## config.mk

```make
export PLATFORM = sky130hd
export DESIGN_NAME = bus_top
export DESIGN_NICKNAME = d
export VERILOG_FILES = /design/src/design/bus_pkg.sv /design/src/design/xfer_pkg.sv /design/src/design/bus_interconnect.sv /design/src/design/bus_master.sv /design/src/design/bus_target.sv /design/src/design/bus_top.sv
export VERILOG_INCLUDE_DIRS = /design/src /design/src/design
export SDC_FILE = /design/constraint.sdc
export NUM_CORES = 1
export LEC_CHECK = 0
export ABC_AREA = 1
export BUFFER_PORTS_ARGS = -buffer_cell sky130_fd_sc_hd__buf_2
export CAP_MARGIN = 30
export CELL_PAD_IN_SITES_DETAIL_PLACEMENT = 0
export CELL_PAD_IN_SITES_GLOBAL_PLACEMENT = 1
export CORE_MARGIN = 2
export CORE_UTILIZATION = 45
export DETAILED_ROUTE_END_ITERATION = 10
export PLACE_DENSITY_LB_ADDON = 0.1
export SYNTH_ARGS = -nofsm -noshare
export SYNTH_HDL_FRONTEND = slang
export SYNTH_SLANG_ARGS = --single-unit
```

## constraint.sdc

```tcl
create_clock -name clk -period 10.1 [get_ports clk]
set_clock_uncertainty 0.1 [all_clocks]
set_input_delay 1.01 -clock clk [delete_from_list [all_inputs] [get_ports clk]]
set_output_delay 1.01 -clock clk [all_outputs]
set_load 0.02 [all_outputs]
```

## src/design/bus_defines.svh

```systemverilog
// ******************************
// Sizing macros for the shared bus subsystem. Included by
// both packages and by modules that size ports or memories
// ******************************
`ifndef BUS_DEFINES_SVH
`define BUS_DEFINES_SVH

// Every burst moves exactly this many beats
`define BURST_LEN 8

// One byte per beat
`define DATA_W 8

// Bytes held by each target, addresses wrap at this depth
`define MEM_DEPTH 16
`define ADDR_W 4

`define NUM_TARGETS 2

`endif

```

## src/design/bus_pkg.sv

```systemverilog
// ******************************
// Bus-level types shared by masters, interconnect and targets
// ******************************
`default_nettype none
`include "bus_defines.svh"

package bus_pkg;

	// First word of a burst, carries the target select and start address
	typedef struct packed {
		logic               rw;    // 1 means write
		logic               sel;   // Target select
		logic [2:0]         rsvd;
		logic [`ADDR_W-1:0] addr;  // Start address
	} addr_phase_t;

	// Every later word of a burst
	typedef struct packed {
		logic               rw;
		logic [`DATA_W-1:0] data;
	} data_phase_t;

	// The same 9-bit bus word, read according to the phase of the burst
	typedef union packed {
		addr_phase_t addr_phase;
		data_phase_t data_phase;
	} bus_word_t;

	typedef struct packed {
		logic      frame;  // Active low
		logic      irdy;   // Active low
		bus_word_t word;
	} master_drive_t;

	typedef struct packed {
		logic               trdy;  // Active low
		logic [`DATA_W-1:0] data_o;
	} target_drive_t;

endpackage

`default_nettype wire

```

## src/design/xfer_pkg.sv

```systemverilog
// ******************************
// Command and response words on the user side of a bus master
// ******************************
`default_nettype none
`include "bus_defines.svh"

package xfer_pkg;

	// One burst request. Byte k of wdata goes to address (addr + k) mod depth
	typedef struct packed {
		logic                          rw;     // 1 means write
		logic                          sel;    // Target 0 or 1
		logic [`ADDR_W-1:0]            addr;
		logic [`BURST_LEN*`DATA_W-1:0] wdata;
	} xfer_cmd_t;

	// Completion of one burst
	typedef struct packed {
		logic                          rw;
		logic                          sel;
		logic [`ADDR_W-1:0]            addr;
		logic [`BURST_LEN*`DATA_W-1:0] data;   // Bytes read, or bytes written
	} xfer_rsp_t;

endpackage

`default_nettype wire

```

## src/design/bus_interconnect.sv

```systemverilog
// ******************************
// Round-robin arbiter and bus multiplexer joining two masters
// and two targets
// ******************************
`default_nettype none
`include "bus_defines.svh"

module bus_interconnect
(
	input  wire                          clk,
	input  wire                          reset,
	input  wire [1:0]                    req,
	output logic [1:0]                   gnt,
	input  wire bus_pkg::master_drive_t  m_drive0,
	input  wire bus_pkg::master_drive_t  m_drive1,
	output bus_pkg::master_drive_t       bus,
	input  wire bus_pkg::target_drive_t  t_drive0,
	input  wire bus_pkg::target_drive_t  t_drive1,
	output logic [`NUM_TARGETS-1:0]      trdy,
	output logic [`DATA_W-1:0]           data_o
);
	import bus_pkg::*;

	localparam master_drive_t IDLE_DRIVE = '{frame: 1'b1, irdy: 1'b1, word: '0};

	logic owner;  // Current or most recent owner
	logic pick;

	// On a tie the master that did not own the bus last wins
	assign pick = (req == 2'b00) ? !owner : req[0];

	always_ff @(posedge clk)
	begin
		if (reset)
		begin
			gnt <= 2'b11;
			owner <= 1'b1;  // Master 0 wins the first tie
		end
		else if (gnt != 2'b11)
		begin
			if (req[owner])
				gnt <= 2'b11;
		end
		else if (req != 2'b11)
		begin
			gnt <= ~(2'b01 << pick);
			owner <= pick;
		end
	end

	assign bus = (gnt != 2'b11) ? (owner ? m_drive1 : m_drive0) : IDLE_DRIVE;

	assign trdy = {t_drive1.trdy, t_drive0.trdy};

	// Read data comes from whichever target has trdy low
	always_comb
	begin
		if (!t_drive0.trdy)
			data_o = t_drive0.data_o;
		else if (!t_drive1.trdy)
			data_o = t_drive1.data_o;
		else
			data_o = '0;
	end

endmodule

`default_nettype wire

```

## src/design/bus_master.sv

```systemverilog
// ******************************
// Bus master. Takes one burst command, runs it on the shared
// bus and hands back one completion response
// ******************************
`default_nettype none
`include "bus_defines.svh"

module bus_master
(
	input  wire                         clk,
	input  wire                         reset,
	input  wire xfer_pkg::xfer_cmd_t    cmd,
	input  wire                         cmd_valid,
	output logic                        cmd_ready,
	output xfer_pkg::xfer_rsp_t         rsp,
	output logic                        rsp_valid,
	input  wire                         rsp_ready,
	output logic                        req,
	input  wire                         gnt,
	output bus_pkg::master_drive_t      drive,
	input  wire [`NUM_TARGETS-1:0]      trdy,
	input  wire [`DATA_W-1:0]           data_o
);
	import xfer_pkg::*;
	import bus_pkg::*;

	localparam int CNT_W = $clog2(`BURST_LEN);

	typedef enum logic [2:0]
	{
		S_IDLE,
		S_REQUEST,
		S_ADDRESS,
		S_WAIT,
		S_SETTLE,
		S_DATA,
		S_RESPOND
	} state_t;

	state_t                        state;
	xfer_cmd_t                     cmd_q;
	bus_word_t                     word_q;
	logic [CNT_W-1:0]              cnt;      // Settle cycles, then beat number
	logic [CNT_W-1:0]              cnt_nxt;
	logic [`BURST_LEN*`DATA_W-1:0] rdata;
	logic                          on_bus;

	// Byte to send on a given beat, reads put zero on the bus
	function automatic logic [`DATA_W-1:0] wbyte(input logic [CNT_W-1:0] idx);
		return cmd_q.rw ? cmd_q.wdata[idx*`DATA_W +: `DATA_W] : '0;
	endfunction

	assign cnt_nxt = cnt + 1'b1;

	// ******************************
	// Burst sequencing
	// ******************************
	always_ff @(posedge clk)
	begin
		if (reset)
		begin
			state <= S_IDLE;
			cnt <= '0;
		end
		else
		begin
			case (state)
				S_IDLE:
					if (cmd_valid)
						state <= S_REQUEST;
				S_REQUEST:
					if (!gnt)
						state <= S_ADDRESS;  // Edge T
				S_ADDRESS:
					state <= S_WAIT;         // Target samples the address here
				S_WAIT:
					if (!trdy[cmd_q.sel])
					begin
						state <= S_SETTLE;
						cnt <= '0;
					end
				S_SETTLE:
				begin
					// Two idle cycles after trdy, as the bus expects
					if (cnt == CNT_W'(1))
					begin
						state <= S_DATA;
						cnt <= '0;
					end
					else
						cnt <= cnt_nxt;
				end
				S_DATA:
				begin
					if (cnt == CNT_W'(`BURST_LEN - 1))
						state <= S_RESPOND;  // Bus released on this edge
					else
						cnt <= cnt_nxt;
				end
				S_RESPOND:
					if (rsp_ready)
						state <= S_IDLE;
				default:
					state <= S_IDLE;
			endcase
		end
	end

	// Command, bus word and read data
	always_ff @(posedge clk)
	begin
		if (state == S_IDLE && cmd_valid)
			cmd_q <= cmd;
		if (state == S_REQUEST && !gnt)
			word_q.addr_phase <= '{rw: cmd_q.rw, sel: cmd_q.sel, rsvd: '0, addr: cmd_q.addr};
		if (state == S_SETTLE && cnt == CNT_W'(1))
			word_q.data_phase <= '{rw: cmd_q.rw, data: wbyte('0)};
		if (state == S_DATA)
		begin
			if (!cmd_q.rw)
				rdata[cnt*`DATA_W +: `DATA_W] <= data_o;  // Target drove this beat last cycle
			word_q.data_phase <= '{rw: cmd_q.rw, data: wbyte(cnt_nxt)};
		end
	end

	// ******************************
	// Outputs decoded from state
	// ******************************
	assign on_bus = (state == S_ADDRESS) || (state == S_WAIT) ||
		(state == S_SETTLE) || (state == S_DATA);

	assign cmd_ready = (state == S_IDLE);
	assign rsp_valid = (state == S_RESPOND);
	assign req = (state == S_IDLE) || (state == S_RESPOND);
	assign drive = '{frame: !on_bus, irdy: !on_bus, word: word_q};

	// Held steady while the response waits, the command register only loads in idle
	assign rsp = '{rw: cmd_q.rw, sel: cmd_q.sel, addr: cmd_q.addr,
		data: cmd_q.rw ? cmd_q.wdata : rdata};

endmodule

`default_nettype wire

```

## src/design/bus_target.sv

```systemverilog
// ******************************
// Memory target. Decodes the address phase for its own select
// and serves an eight-beat write or read burst
// ******************************
`default_nettype none
`include "bus_defines.svh"

module bus_target
#(
	parameter bit TARGET_ID = 1'b0
)
(
	input  wire                         clk,
	input  wire                         reset,
	input  wire bus_pkg::master_drive_t bus,
	output bus_pkg::target_drive_t      drive
);
	// Counted from the edge trdy falls. Reads drive one cycle ahead of writes
	localparam int RD_FIRST = 2;
	localparam int WR_FIRST = 3;
	localparam int LAST = WR_FIRST + `BURST_LEN - 1;
	localparam int CNT_W = $clog2(LAST + 1);

	typedef enum logic [1:0]
	{
		T_IDLE,
		T_DECODE,
		T_ACTIVE
	} state_t;

	state_t             state;
	logic [CNT_W-1:0]   cnt;
	logic               rw_q;
	logic [`ADDR_W-1:0] ptr;   // Wraps at the memory depth
	logic [`DATA_W-1:0] data_q;
	logic [`DATA_W-1:0] mem [`MEM_DEPTH];
	logic               frame_q;  // Frame as seen on the previous edge
	logic               hit;
	logic               rd_beat;
	logic               wr_beat;

	// The address phase is only the first cycle of frame low
	assign hit = (state == T_IDLE) && !bus.frame && frame_q &&
		(bus.word.addr_phase.sel == TARGET_ID);

	assign rd_beat = (state == T_ACTIVE) && !rw_q &&
		(cnt >= CNT_W'(RD_FIRST)) && (cnt < CNT_W'(RD_FIRST + `BURST_LEN));
	assign wr_beat = (state == T_ACTIVE) && rw_q && !bus.irdy &&
		(cnt >= CNT_W'(WR_FIRST)) && (cnt <= CNT_W'(LAST));

	always_ff @(posedge clk)
	begin
		if (reset)
		begin
			state <= T_IDLE;
			cnt <= '0;
			frame_q <= 1'b1;
		end
		else
		begin
			frame_q <= bus.frame;
			case (state)
				T_IDLE:
					if (hit)
						state <= T_DECODE;
				T_DECODE:
				begin
					state <= T_ACTIVE;  // trdy falls here
					cnt <= '0;
				end
				T_ACTIVE:
				begin
					if (cnt == CNT_W'(LAST))
						state <= T_IDLE;
					else
						cnt <= cnt + 1'b1;
				end
				default:
					state <= T_IDLE;
			endcase
		end
	end

	// Address phase capture and the wrapping beat pointer
	always_ff @(posedge clk)
	begin
		if (hit)
		begin
			rw_q <= bus.word.addr_phase.rw;
			ptr <= bus.word.addr_phase.addr;
		end
		else if (rd_beat || wr_beat)
			ptr <= ptr + 1'b1;
		if (rd_beat)
			data_q <= mem[ptr];
	end

	// ******************************
	// Storage, cleared by reset so untouched bytes read as zero
	// ******************************
	always_ff @(posedge clk)
	begin
		if (reset)
		begin
			for (int i = 0; i < `MEM_DEPTH; i++)
				mem[i] <= '0;
		end
		else if (wr_beat)
			mem[ptr] <= bus.word.data_phase.data;
	end

	assign drive = '{trdy: (state != T_ACTIVE), data_o: data_q};

endmodule

`default_nettype wire

```

## src/design/bus_top.sv

```systemverilog
// ******************************
// Two masters, one interconnect and two memory targets
// ******************************
`default_nettype none
`include "bus_defines.svh"

module bus_top
(
	input  wire                      clk,
	input  wire                      reset,
	input  wire xfer_pkg::xfer_cmd_t cmd0,
	input  wire                      cmd0_valid,
	output logic                     cmd0_ready,
	input  wire xfer_pkg::xfer_cmd_t cmd1,
	input  wire                      cmd1_valid,
	output logic                     cmd1_ready,
	output xfer_pkg::xfer_rsp_t      rsp0,
	output logic                     rsp0_valid,
	input  wire                      rsp0_ready,
	output xfer_pkg::xfer_rsp_t      rsp1,
	output logic                     rsp1_valid,
	input  wire                      rsp1_ready
);
	import bus_pkg::*;

	logic [1:0]              req;
	logic [1:0]              gnt;
	master_drive_t           m_drive0;
	master_drive_t           m_drive1;
	master_drive_t           bus;
	target_drive_t           t_drive0;
	target_drive_t           t_drive1;
	logic [`NUM_TARGETS-1:0] trdy;
	logic [`DATA_W-1:0]      data_o;

	bus_master master0_i
	(
		.clk       (clk),
		.reset     (reset),
		.cmd       (cmd0),
		.cmd_valid (cmd0_valid),
		.cmd_ready (cmd0_ready),
		.rsp       (rsp0),
		.rsp_valid (rsp0_valid),
		.rsp_ready (rsp0_ready),
		.req       (req[0]),
		.gnt       (gnt[0]),
		.drive     (m_drive0),
		.trdy      (trdy),
		.data_o    (data_o)
	);

	bus_master master1_i
	(
		.clk       (clk),
		.reset     (reset),
		.cmd       (cmd1),
		.cmd_valid (cmd1_valid),
		.cmd_ready (cmd1_ready),
		.rsp       (rsp1),
		.rsp_valid (rsp1_valid),
		.rsp_ready (rsp1_ready),
		.req       (req[1]),
		.gnt       (gnt[1]),
		.drive     (m_drive1),
		.trdy      (trdy),
		.data_o    (data_o)
	);

	bus_interconnect bus_i
	(
		.clk      (clk),
		.reset    (reset),
		.req      (req),
		.gnt      (gnt),
		.m_drive0 (m_drive0),
		.m_drive1 (m_drive1),
		.bus      (bus),
		.t_drive0 (t_drive0),
		.t_drive1 (t_drive1),
		.trdy     (trdy),
		.data_o   (data_o)
	);

	bus_target #(.TARGET_ID(1'b0)) target0_i
	(
		.clk   (clk),
		.reset (reset),
		.bus   (bus),
		.drive (t_drive0)
	);

	bus_target #(.TARGET_ID(1'b1)) target1_i
	(
		.clk   (clk),
		.reset (reset),
		.bus   (bus),
		.drive (t_drive1)
	);

endmodule

`default_nettype wire

```

==> metrics, run 1 <==
# clock sinks 596; Detailed Place HPWL 56.9 mm; Setup crit end kind output pin; Synth warnings 0; Max clock buf depth 3; layout cells sized above 1 16.4%; layout net count 3109; WL/cell 21.7 µm; grt total ovfl 0; largest net degree at the start of global routing 107; Root Driver clkbuf_16; Slew Viols, Final 0; Setup Fix Bufs, Post-CTS 0; max-cap viol count 0; Req. time, crit path 8990 ps; Gate Count Post-Synth 2709; Worst-Margin Slew 993 ps; register area share after synthesis 64.4%; Via Count 20900; P per Cell Area 240 mW/mm²; CTS H-Tree Depth 3; fmax 0.260 GHz; port bufs 289; I/O pin count 290; synthesis-to-layout area growth 15.2%; Post-Syn Area 0.0274 mm²; Via density 5.55; Area after DPL 0.0294 mm²; Yosys cell types 38; final setup fails 0; relative slew slack 33.3%; placed cells 3645; worst setup margin 6250 ps; first-pass iteration count of the detailed router 6; vias in the first global route 19900; mean area per synthesized cell 10.1 µm²; Final Critical Period 3850 ps; initial antenna violation count 4; gp weighted congestion 0.918; main flop type after synthesis edfxtp_1; Design Area, Final 0.0315 mm²; total nets after synthesis 2879; part of the cycle the worst path needs 38.1%; Resized Gates After CTS 0; asr flop ratio synth 0%; total core area 0.0602 mm²; initial DRC count 2354; Die Area 0.0628 mm²; worst-skew pair later-pin latency 610 ps; Starting Density 45.4%; CTS clock-pin slew for the worst setup and hold paths 60 ps; Die H 251 µm; fin cells 3772; Place WS 6350 ps; CTS buffer count 69; # hold bufs at CTS 0; Static Leak 11.8 nW; Worst Path Arrival 2740 ps; crit path max fanout 104; Startpoint Class register; number of synthesized flops with an enable pin 568; Seq cells post-synth 596; Die W 251 µm; DRC 0; Hold Fails Final Rpt 0; Power, Total 0.00755 W; CTS tree done; status finished, final reports clean; All-Layer GR Usage 25.8%; unrepaired setup endpoints after global routing no; worst hold path type register to register; DRT Wirelength 82.0 mm; Post-DRT Antenna Nets 0; first-pass GRT wire length 121 mm; Placement Rows 90; WS Path Type register to output pin; VDD IR max 0.137 mV; TNS Setup 0 ps
[through the flow]
| step | utilization (%) | hold slack, ps |
|---|---|---|
| floorplan | - | 349 |
| global placement | 48.7 | 380 |
| detailed placement | 48.7 | 385 |
| CTS | 52.2 | 396 |
| global route | 52.3 | 419 |
| finish | 52.3 | 399 |
[synthesized netlist by cell type, types with 4 or more instances]
cell type / number / area (µm²)
a21oi_1: 58 / 290
buf_1: 14 / 52.6
buf_2: 12 / 60.1
buf_4: 14 / 105
clkbuf_1: 130 / 488
clkinv_1: 5 / 18.8
dfxtp_1: 28 / 561
edfxtp_1: 568 / 17100
ha_1: 24 / 300
inv_1: 165 / 619
nand2_1: 514 / 1930
nand3_1: 69 / 345
nand3_2: 12 / 120
nand3_4: 21 / 368
nand3b_1: 5 / 37.5
nand4_1: 36 / 225
nor2_1: 591 / 2220
nor2_2: 8 / 50.1
nor3_1: 27 / 135
nor4_1: 8 / 50.1
o211ai_1: 41 / 308
o21ai_0: 249 / 1250
o21ai_1: 14 / 70.1
o22ai_1: 67 / 419
o31ai_1: 4 / 30.0
xor2_1: 7 / 61.3
[report_power, final]
part / internal, W / switching (W)
clock: 0.00137 / 0.000990
sequential: 0.00297 / 0.000110
combinational: 0.000490 / 0.00162
[metal layers]
| layer | up-vias | GRT usage (%) | wire, µm |
|---|---|---|---|
| met4 | 4 | 6.66 | 1710 |
| met5 | - | 0 | 26 |
| met3 | 120 | 5.40 | 7170 |
| li1 | 9716 | - | - |
| met1 | 10100 | 38.6 | 37000 |
| met2 | 953 | 38.3 | 36000 |
[worst max-delay path: stages, from the launching register on]
cell      delay [ps]
edfxtp_1         360
buf_4            280
inv_2             80
buf_4            690
o21ai_0          390
buf_2            260
[kinds of logic (layout without fill, tap and decap cells)]
kind of cell	Yosys count	count (layout)	synth area share, %
AND/OR/NAND/NOR	1300	1300	20.4
XOR/XNOR	7	7	0.224
other	0	2	0
AO/OA/AOI/OAI	438	438	8.81
flip-flops	596	596	64.4
adder cells (fa/ha/maj)	24	24	1.10
buffers and inverters	344	623	5.09
[final timing paths]
kind,from,to,slack (ps),cells after the start
min reg2reg,target0_i.cnt[0]$_SDFFE_PP0P_,target0_i.cnt[0]$_SDFFE_PP0P_,400,1
min,target0_i.cnt[0]$_SDFFE_PP0P_,target0_i.cnt[0]$_SDFFE_PP0P_,400,1
max,master0_i.rsp[69]$_DFFE_PP_,rsp0[7],6250,5
max reg2reg,master1_i.cnt[0]$_SDFFE_PP0P_,master1_i.rdata[36]$_DFFE_PP_,6360,10
[layout by cell type, fill, tap and decap left out, types with 3 or more instances in the layout]
cell	n
nor4_1	8
inv_1	163
nand3_4	21
nor2_4	3
nand2_1	513
dfxtp_1	26
xor2_1	7
buf_4	33
nand3_1	69
nor2_1	589
inv_2	4
a21oi_1	58
o211ai_1	41
nand2_2	3
clkinvlp_4	4
o31ai_1	4
ha_1	24
clkinv_2	9
clkinv_1	14
o21ai_2	5
o21ai_0	249
nor2_2	8
edfxtp_1	568
o22ai_1	67
nand4_1	36
nand3b_1	5
buf_2	294
clkbuf_16	73
nor3_1	27
o21ai_1	7
clkbuf_1	20
nand3_2	12
[cell type report]
class	count	area, µm²
diodes	2	5.00
clock buffers	93	1900
clock inverters	27	203
fillers	5424	28700
inverters	172	646
multi-input cells	1769	8400
flip-flops and latches	596	17600
well taps	782	978
repair buffers	331	1750
[sequential cells by signal, indices dropped and copies added, names as in the netlist, 4 cells and up]
signal and flops:
master0_i.rsp 6, target0_i.data_q 8, master0_i.rdata 64, target0_i.mem 128, target0_i.ptr 4, master0_i.cmd_q 64
target1_i.cnt 4, target1_i.data_q 8, master1_i.rsp 6, master1_i.word_q 9, target0_i.cnt 4, master1_i.rdata 64
target1_i.mem 128, master0_i.word_q 9, master1_i.cmd_q 64, target1_i.ptr 4
No activity file was read; power rests on OpenSTA's default activity.
==> run 2: changes to the inputs <==
Settings changed: CORE_UTILIZATION 45 to 42.
Clock period 10.1 ns to 3.12 ns, I/O delays scaled along.
==> metrics, run 2 (same netlist as run 1, synthesis figures left out) <==
status finished, final reports clean; Hold Path End target1_i.frame_q$_SDFF_PP1_; antenna diode count 0; commonest non-fill, non-tap cell in the layout nor2_1; Internal 0.0164 W; WL/cell 21.6 µm; sw frac 35.7%; Hold Crit Start reset; vias in the first global route 21100; met2 Usage GRT 39.1%; busiest grt layer met2; I/O pin count 290; Starting Density 42.4%; layout net count 3278; worst r2r dst master1_i.rdata[39]$_DFFE_PP_; layout cells sized above 1 16.9%; CTS tree done; Hold Path Stages 3; final setup fails 0; Via density 5.39; first-pass iteration count of the detailed router 6; sequential share of power 39.1%; worst hold path type input pin to register; All-Layer GR Usage 25.7%; grt total ovfl 0; routing usage on met3 4.58%; relative slew slack 47.6%; CP Launch Point master1_i.cnt[1]$_SDFFE_PP0P_; VDD IR max 0.479 mV; fin cells 4012; part of the cycle the worst path needs 88.5%; Hold Fails Final Rpt 0; CTS clock-pin slew for the worst setup and hold paths 60 ps; initial DRC count 2547; Die H 259 µm; # clock sinks 596; reg2reg setup slack 360 ps; Final Critical Period 2760 ps; Setup crit end kind register; r2r worst-path depth 10; initial antenna violation count 2; WS Path Type register to register; DRC 0; hold slack 78.2 ps; Worst Path Arrival 2980 ps; Req. time, crit path 3340 ps; Combinational Power Share 29.2%; Root Driver clkbuf_16; met1 GRT Util 37.7%; Via Count 21600; Static Leak 12.7 nW; Placement Rows 93; Detailed Place HPWL 61.8 mm; max-cap viol count 0; CTS H-Tree Depth 3; unrepaired setup endpoints after global routing no; placed cells 3753; Clock power frac 31.7%; Startpoint Class register; Max clock buf depth 3; worst-skew pair later-pin latency 620 ps; first-pass GRT wire length 129 mm; Setup Fix Bufs, Post-CTS 0; gp weighted congestion 0.919; Top Registers target0_i.mem: 128 flops, target1_i.mem: 128 flops; Post-DRT Antenna Nets 0; sw power 0.00912 W; DRT Wirelength 86.6 mm; Die Area 0.0672 mm²; Slew Viols, Final 0; Worst-Margin Slew 777 ps; P per Cell Area 762 mW/mm²; synthesis-to-layout area growth 22.5%; largest net degree at the start of global routing 76; Final Util 52.0%; r2r startpoint master1_i.cnt[1]$_SDFFE_PP0P_; port bufs 289; crit path max fanout 10; total core area 0.0645 mm²; Die W 259 µm; CTS buffer count 68; most frequent cells in the layout nor2_1 (589), edfxtp_1 (568), nand2_1 (514), buf_2 (289), o21ai_0 (249); fmax 0.362 GHz
-- run 2: cell count changes in the layout (fill, tap and decap cells not counted), sizes merged --
| cell | delta |
|---|---|
| buf | +33 |
| bufinv | +6 |
| clkbuf | -15 |
| clkinv | -4 |
| clkinvlp | +5 |
| diode | -2 |
| dlygate4sd3 | +140 |
| inv | +4 |
-- run 2: area by class of cell --
cell class              instances  area (µm²)
inverters                     172         649
clock inverters                38         430
well taps                     855        1070
flip-flops and latches        596       17600
multi-input cells            1769        8390
clock buffers                  81        1810
repair buffers                501        3520
fillers                      5862       31000
-- run 2: power by group through the flow --
stage,registers (W),clock network [W],logic [W]
6_report,0.00998,0.00810,0.00745
5_1_grt,0.0100,0.00852,0.00808
4_1_cts,0.00998,0.00823,0.00737
3_5_place_dp,0.0101,0,0.00721
3_3_place_gp,0.0101,0,0.00715
2_1_floorplan,0.00999,0,0.00440
-- run 2: worst max-delay path, cell delays in order (launching register included) --
cell and delay, ps:
dfxtp_1 440, inv_1 90, ha_1 190, ha_1 500, clkinvlp_4 300, nor2_1 160
inv_1 60, nor2_1 120, nand2_1 200, nor2_1 140, buf_4 170
-- run 2: how the worst max path moves through the flow --
stage | end | slack [ps] | cells after the start
6_report | master1_i.rdata[39]$_DFFE_PP_ | 360 | 10
5_1_grt | master1_i.rdata[36]$_DFFE_PP_ | 7 | 10
4_1_cts | master1_i.rdata[36]$_DFFE_PP_ | 340 | 10
3_5_place_dp | master1_i.rdata[39]$_DFFE_PP_ | 370 | 10
3_3_place_gp | master1_i.rdata[34]$_DFFE_PP_ | 460 | 10
2_1_floorplan | master1_i.rdata[10]$_DFFE_PP_ | -140 | 11
-- run 2: what timing repair did --
| action | 4_1_cts | 5_1_grt |
|---|---|---|
| endpoints found under the hold margin | 140 | 0 |
| endpoints found under the setup margin | 0 | 8 |
| hold buffers | 140 | 0 |
| resized for setup | 0 | 1 |
-- run 2: per-stage QoR --
stage | worst slack [ps] | cell area [µm²] | setup TNS, ps | total power, W
finish | 358 | 33500 | 0 | 0.0255
floorplan | -137 | 27400 | -2200 | 0.0144
CTS | 340 | 33500 | 0 | 0.0256
global route | 7.25 | 33500 | 0 | 0.0266
global placement | 458 | 29800 | 0 | 0.0173
detailed placement | 368 | 29800 | 0 | 0.0173
-- run 2: metal layers --
| layer | vias to the layer above | routed length, µm |
|---|---|---|
| met2 | 946 | 38600 |
| met4 | 4 | 2260 |
| met3 | 134 | 7060 |
| met5 | - | 22 |
| li1 | 10100 | - |
| met1 | 10500 | 38700 |
==> run 3: changes to the inputs <==
Settings changed: MAX_ROUTING_LAYER from default to met4.
==> metrics, run 3 (same netlist as run 1, synthesis figures left out) <==
Die W 259 µm; slowest library cell on the worst path o21ai_0; Power, Total 0.0255 W; Placement Rows 93; largest net degree at the start of global routing 75; Post-DRT Antenna Nets 0; Hold Crit Start cmd0_valid; Hold Fails Final Rpt 0; CP Buf/Inv Count 5; worst-skew pair later-pin latency 610 ps; r2r startpoint target0_i.state[1]$_SDFFE_PP0P_; vias in the first global route 21200; layout net count 3279; Setup crit end kind register; Hold Path Stages 3; total core area 0.0645 mm²; WL/cell 21.9 µm; most frequent cells in the layout nor2_1 (589), edfxtp_1 (568), nand2_1 (514), buf_2 (289), o21ai_0 (249); # clock sinks 596; worst r2r dst master1_i.rdata[57]$_DFFE_PP_; CTS tree done; Via density 5.40; Via Count 21700; Die Area 0.0672 mm²; relative slew slack 41.0%; hold slack 68.7 ps; Top Registers target0_i.mem: 128 flops, target1_i.mem: 128 flops; delay-heaviest family, CP buffers and inverters; Area after DPL 0.0298 mm²; unrepaired setup endpoints after global routing no; synthesis-to-layout area growth 22.3%; layout cells sized above 1 16.4%; final setup fails 0; first-pass iteration count of the detailed router 6; Die H 259 µm; worst setup margin 372 ps; Worst Path Arrival 3110 ps; CTS H-Tree Depth 3; r2r worst-path depth 10; Slew Viols, Final 0; WS Path Type register to register; Static Leak 12.6 nW; Root Driver clkbuf_16; initial antenna violation count 2; port bufs 289; Startpoint Class register; gp weighted congestion 0.919; Critical Path Max Stage Delay 740 ps; crit-path cells inv_1 > nor2_1 > buf_4 > inv_1 > nand2_1 > o21ai_0 > inv_1 > nor2_1 > inv_1 > nor2_1; All-Layer GR Usage 26.8%; Place WS 414 ps; initial DRC count 2512; part of the cycle the worst path needs 88.1%; worst hold path type input pin to register; Design Area, Final 0.0334 mm²; Hold Path End master0_i.cmd_q[5]$_DFFE_PP_; DRC 0; CTS clock-pin slew for the worst setup and hold paths 50 ps; crit path max fanout 11; Worst-Margin Slew 876 ps; Resized Gates After CTS 0; Final Util 51.9%; fmax 0.364 GHz; commonest non-fill, non-tap cell in the layout nor2_1; Max clock buf depth 3; P per Cell Area 764 mW/mm²; I/O pin count 290; Final Critical Period 2750 ps; Detailed Place HPWL 62.2 mm; Req. time, crit path 3480 ps; first-pass GRT wire length 131 mm; reg2reg setup slack 370 ps; cell mode on critical path inv_1; VDD IR max 0.548 mV; grt total ovfl 0; CTS buffer count 70; status finished, final reports clean; max-cap viol count 0; Starting Density 42.4%; DRT Wirelength 88.2 mm
[run 3: cell count changes in the layout (fill, tap and decap cells not counted), moves of 3 or more]
cell and change:
clkbuf_1 +10, buf_12 -3, clkinv_1 +10, clkbuf_16 +3
clkinvlp_4 -8, clkinv_2 -3
[run 3: worst max-delay path by stage]
stage	startpoint	to	slack, ps	cells past startpoint
finish	target0_i.state[1]$_SDFFE_PP0P_	master1_i.rdata[57]$_DFFE_PP_	370	10
global route	target0_i.state[1]$_SDFFE_PP0P_	master1_i.rdata[57]$_DFFE_PP_	170	10
CTS	target0_i.state[1]$_SDFFE_PP0P_	master1_i.rdata[57]$_DFFE_PP_	410	10
detailed placement	target1_i.cnt[1]$_SDFFE_PP0P_	target1_i.mem[9][6]$_SDFFCE_PN0P_	410	7
global placement	target1_i.cnt[1]$_SDFFE_PP0P_	target1_i.mem[4][0]$_SDFFCE_PN0P_	510	7
floorplan	master1_i.cnt[0]$_SDFFE_PP0P_	master1_i.rdata[10]$_DFFE_PP_	-140	11
[run 3: power by group]
group	internal (W)	switching, W	leakage [nW]
clock	0.00486	0.00327	1.09
combinational	0.00193	0.00550	5.90
sequential	0.00961	0.000379	5.66
total	0.0164	0.00915	12.6
[run 3: area by class of cell]
cell class | instances | area (µm²)
Sequential cell | 596 | 17600
Fill cell | 5904 | 31000
Inverter | 172 | 646
Clock buffer | 92 | 1900
Timing Repair Buffer | 500 | 3470
Clock inverter | 33 | 350
Multi-Input combinational cell | 1769 | 8390
Antenna cell | 2 | 5.00
Tap cell | 855 | 1070
[run 3: tightest hold or removal path, stage by stage]
cell	delay [ps]
buf_2	110
inv_1	90
nor2_4	80
[run 3: metal layers]
metal  vias up  track usage [%]  wire [µm]
met5         -                -          0
met4         0             8.38       2810
met3       155             4.45       6920
met2       949             39.5      39200
met1     10500             38.1      39300
li1      10100                -          -
[run 3: metrics by stage]
step | TNS [ps] | instances
4_1_cts | 0 | 4017
2_1_floorplan | -2200 | 2709
3_3_place_gp | 0 | 3748
6_report | 0 | 4019
5_1_grt | 0 | 4019
3_5_place_dp | 0 | 3752
[run 3: timing repair]
action	CTS	global route
setup buffers	0	0
setup endpoints to repair	0	0
hold endpoints to repair	140	0
hold buffers	140	0
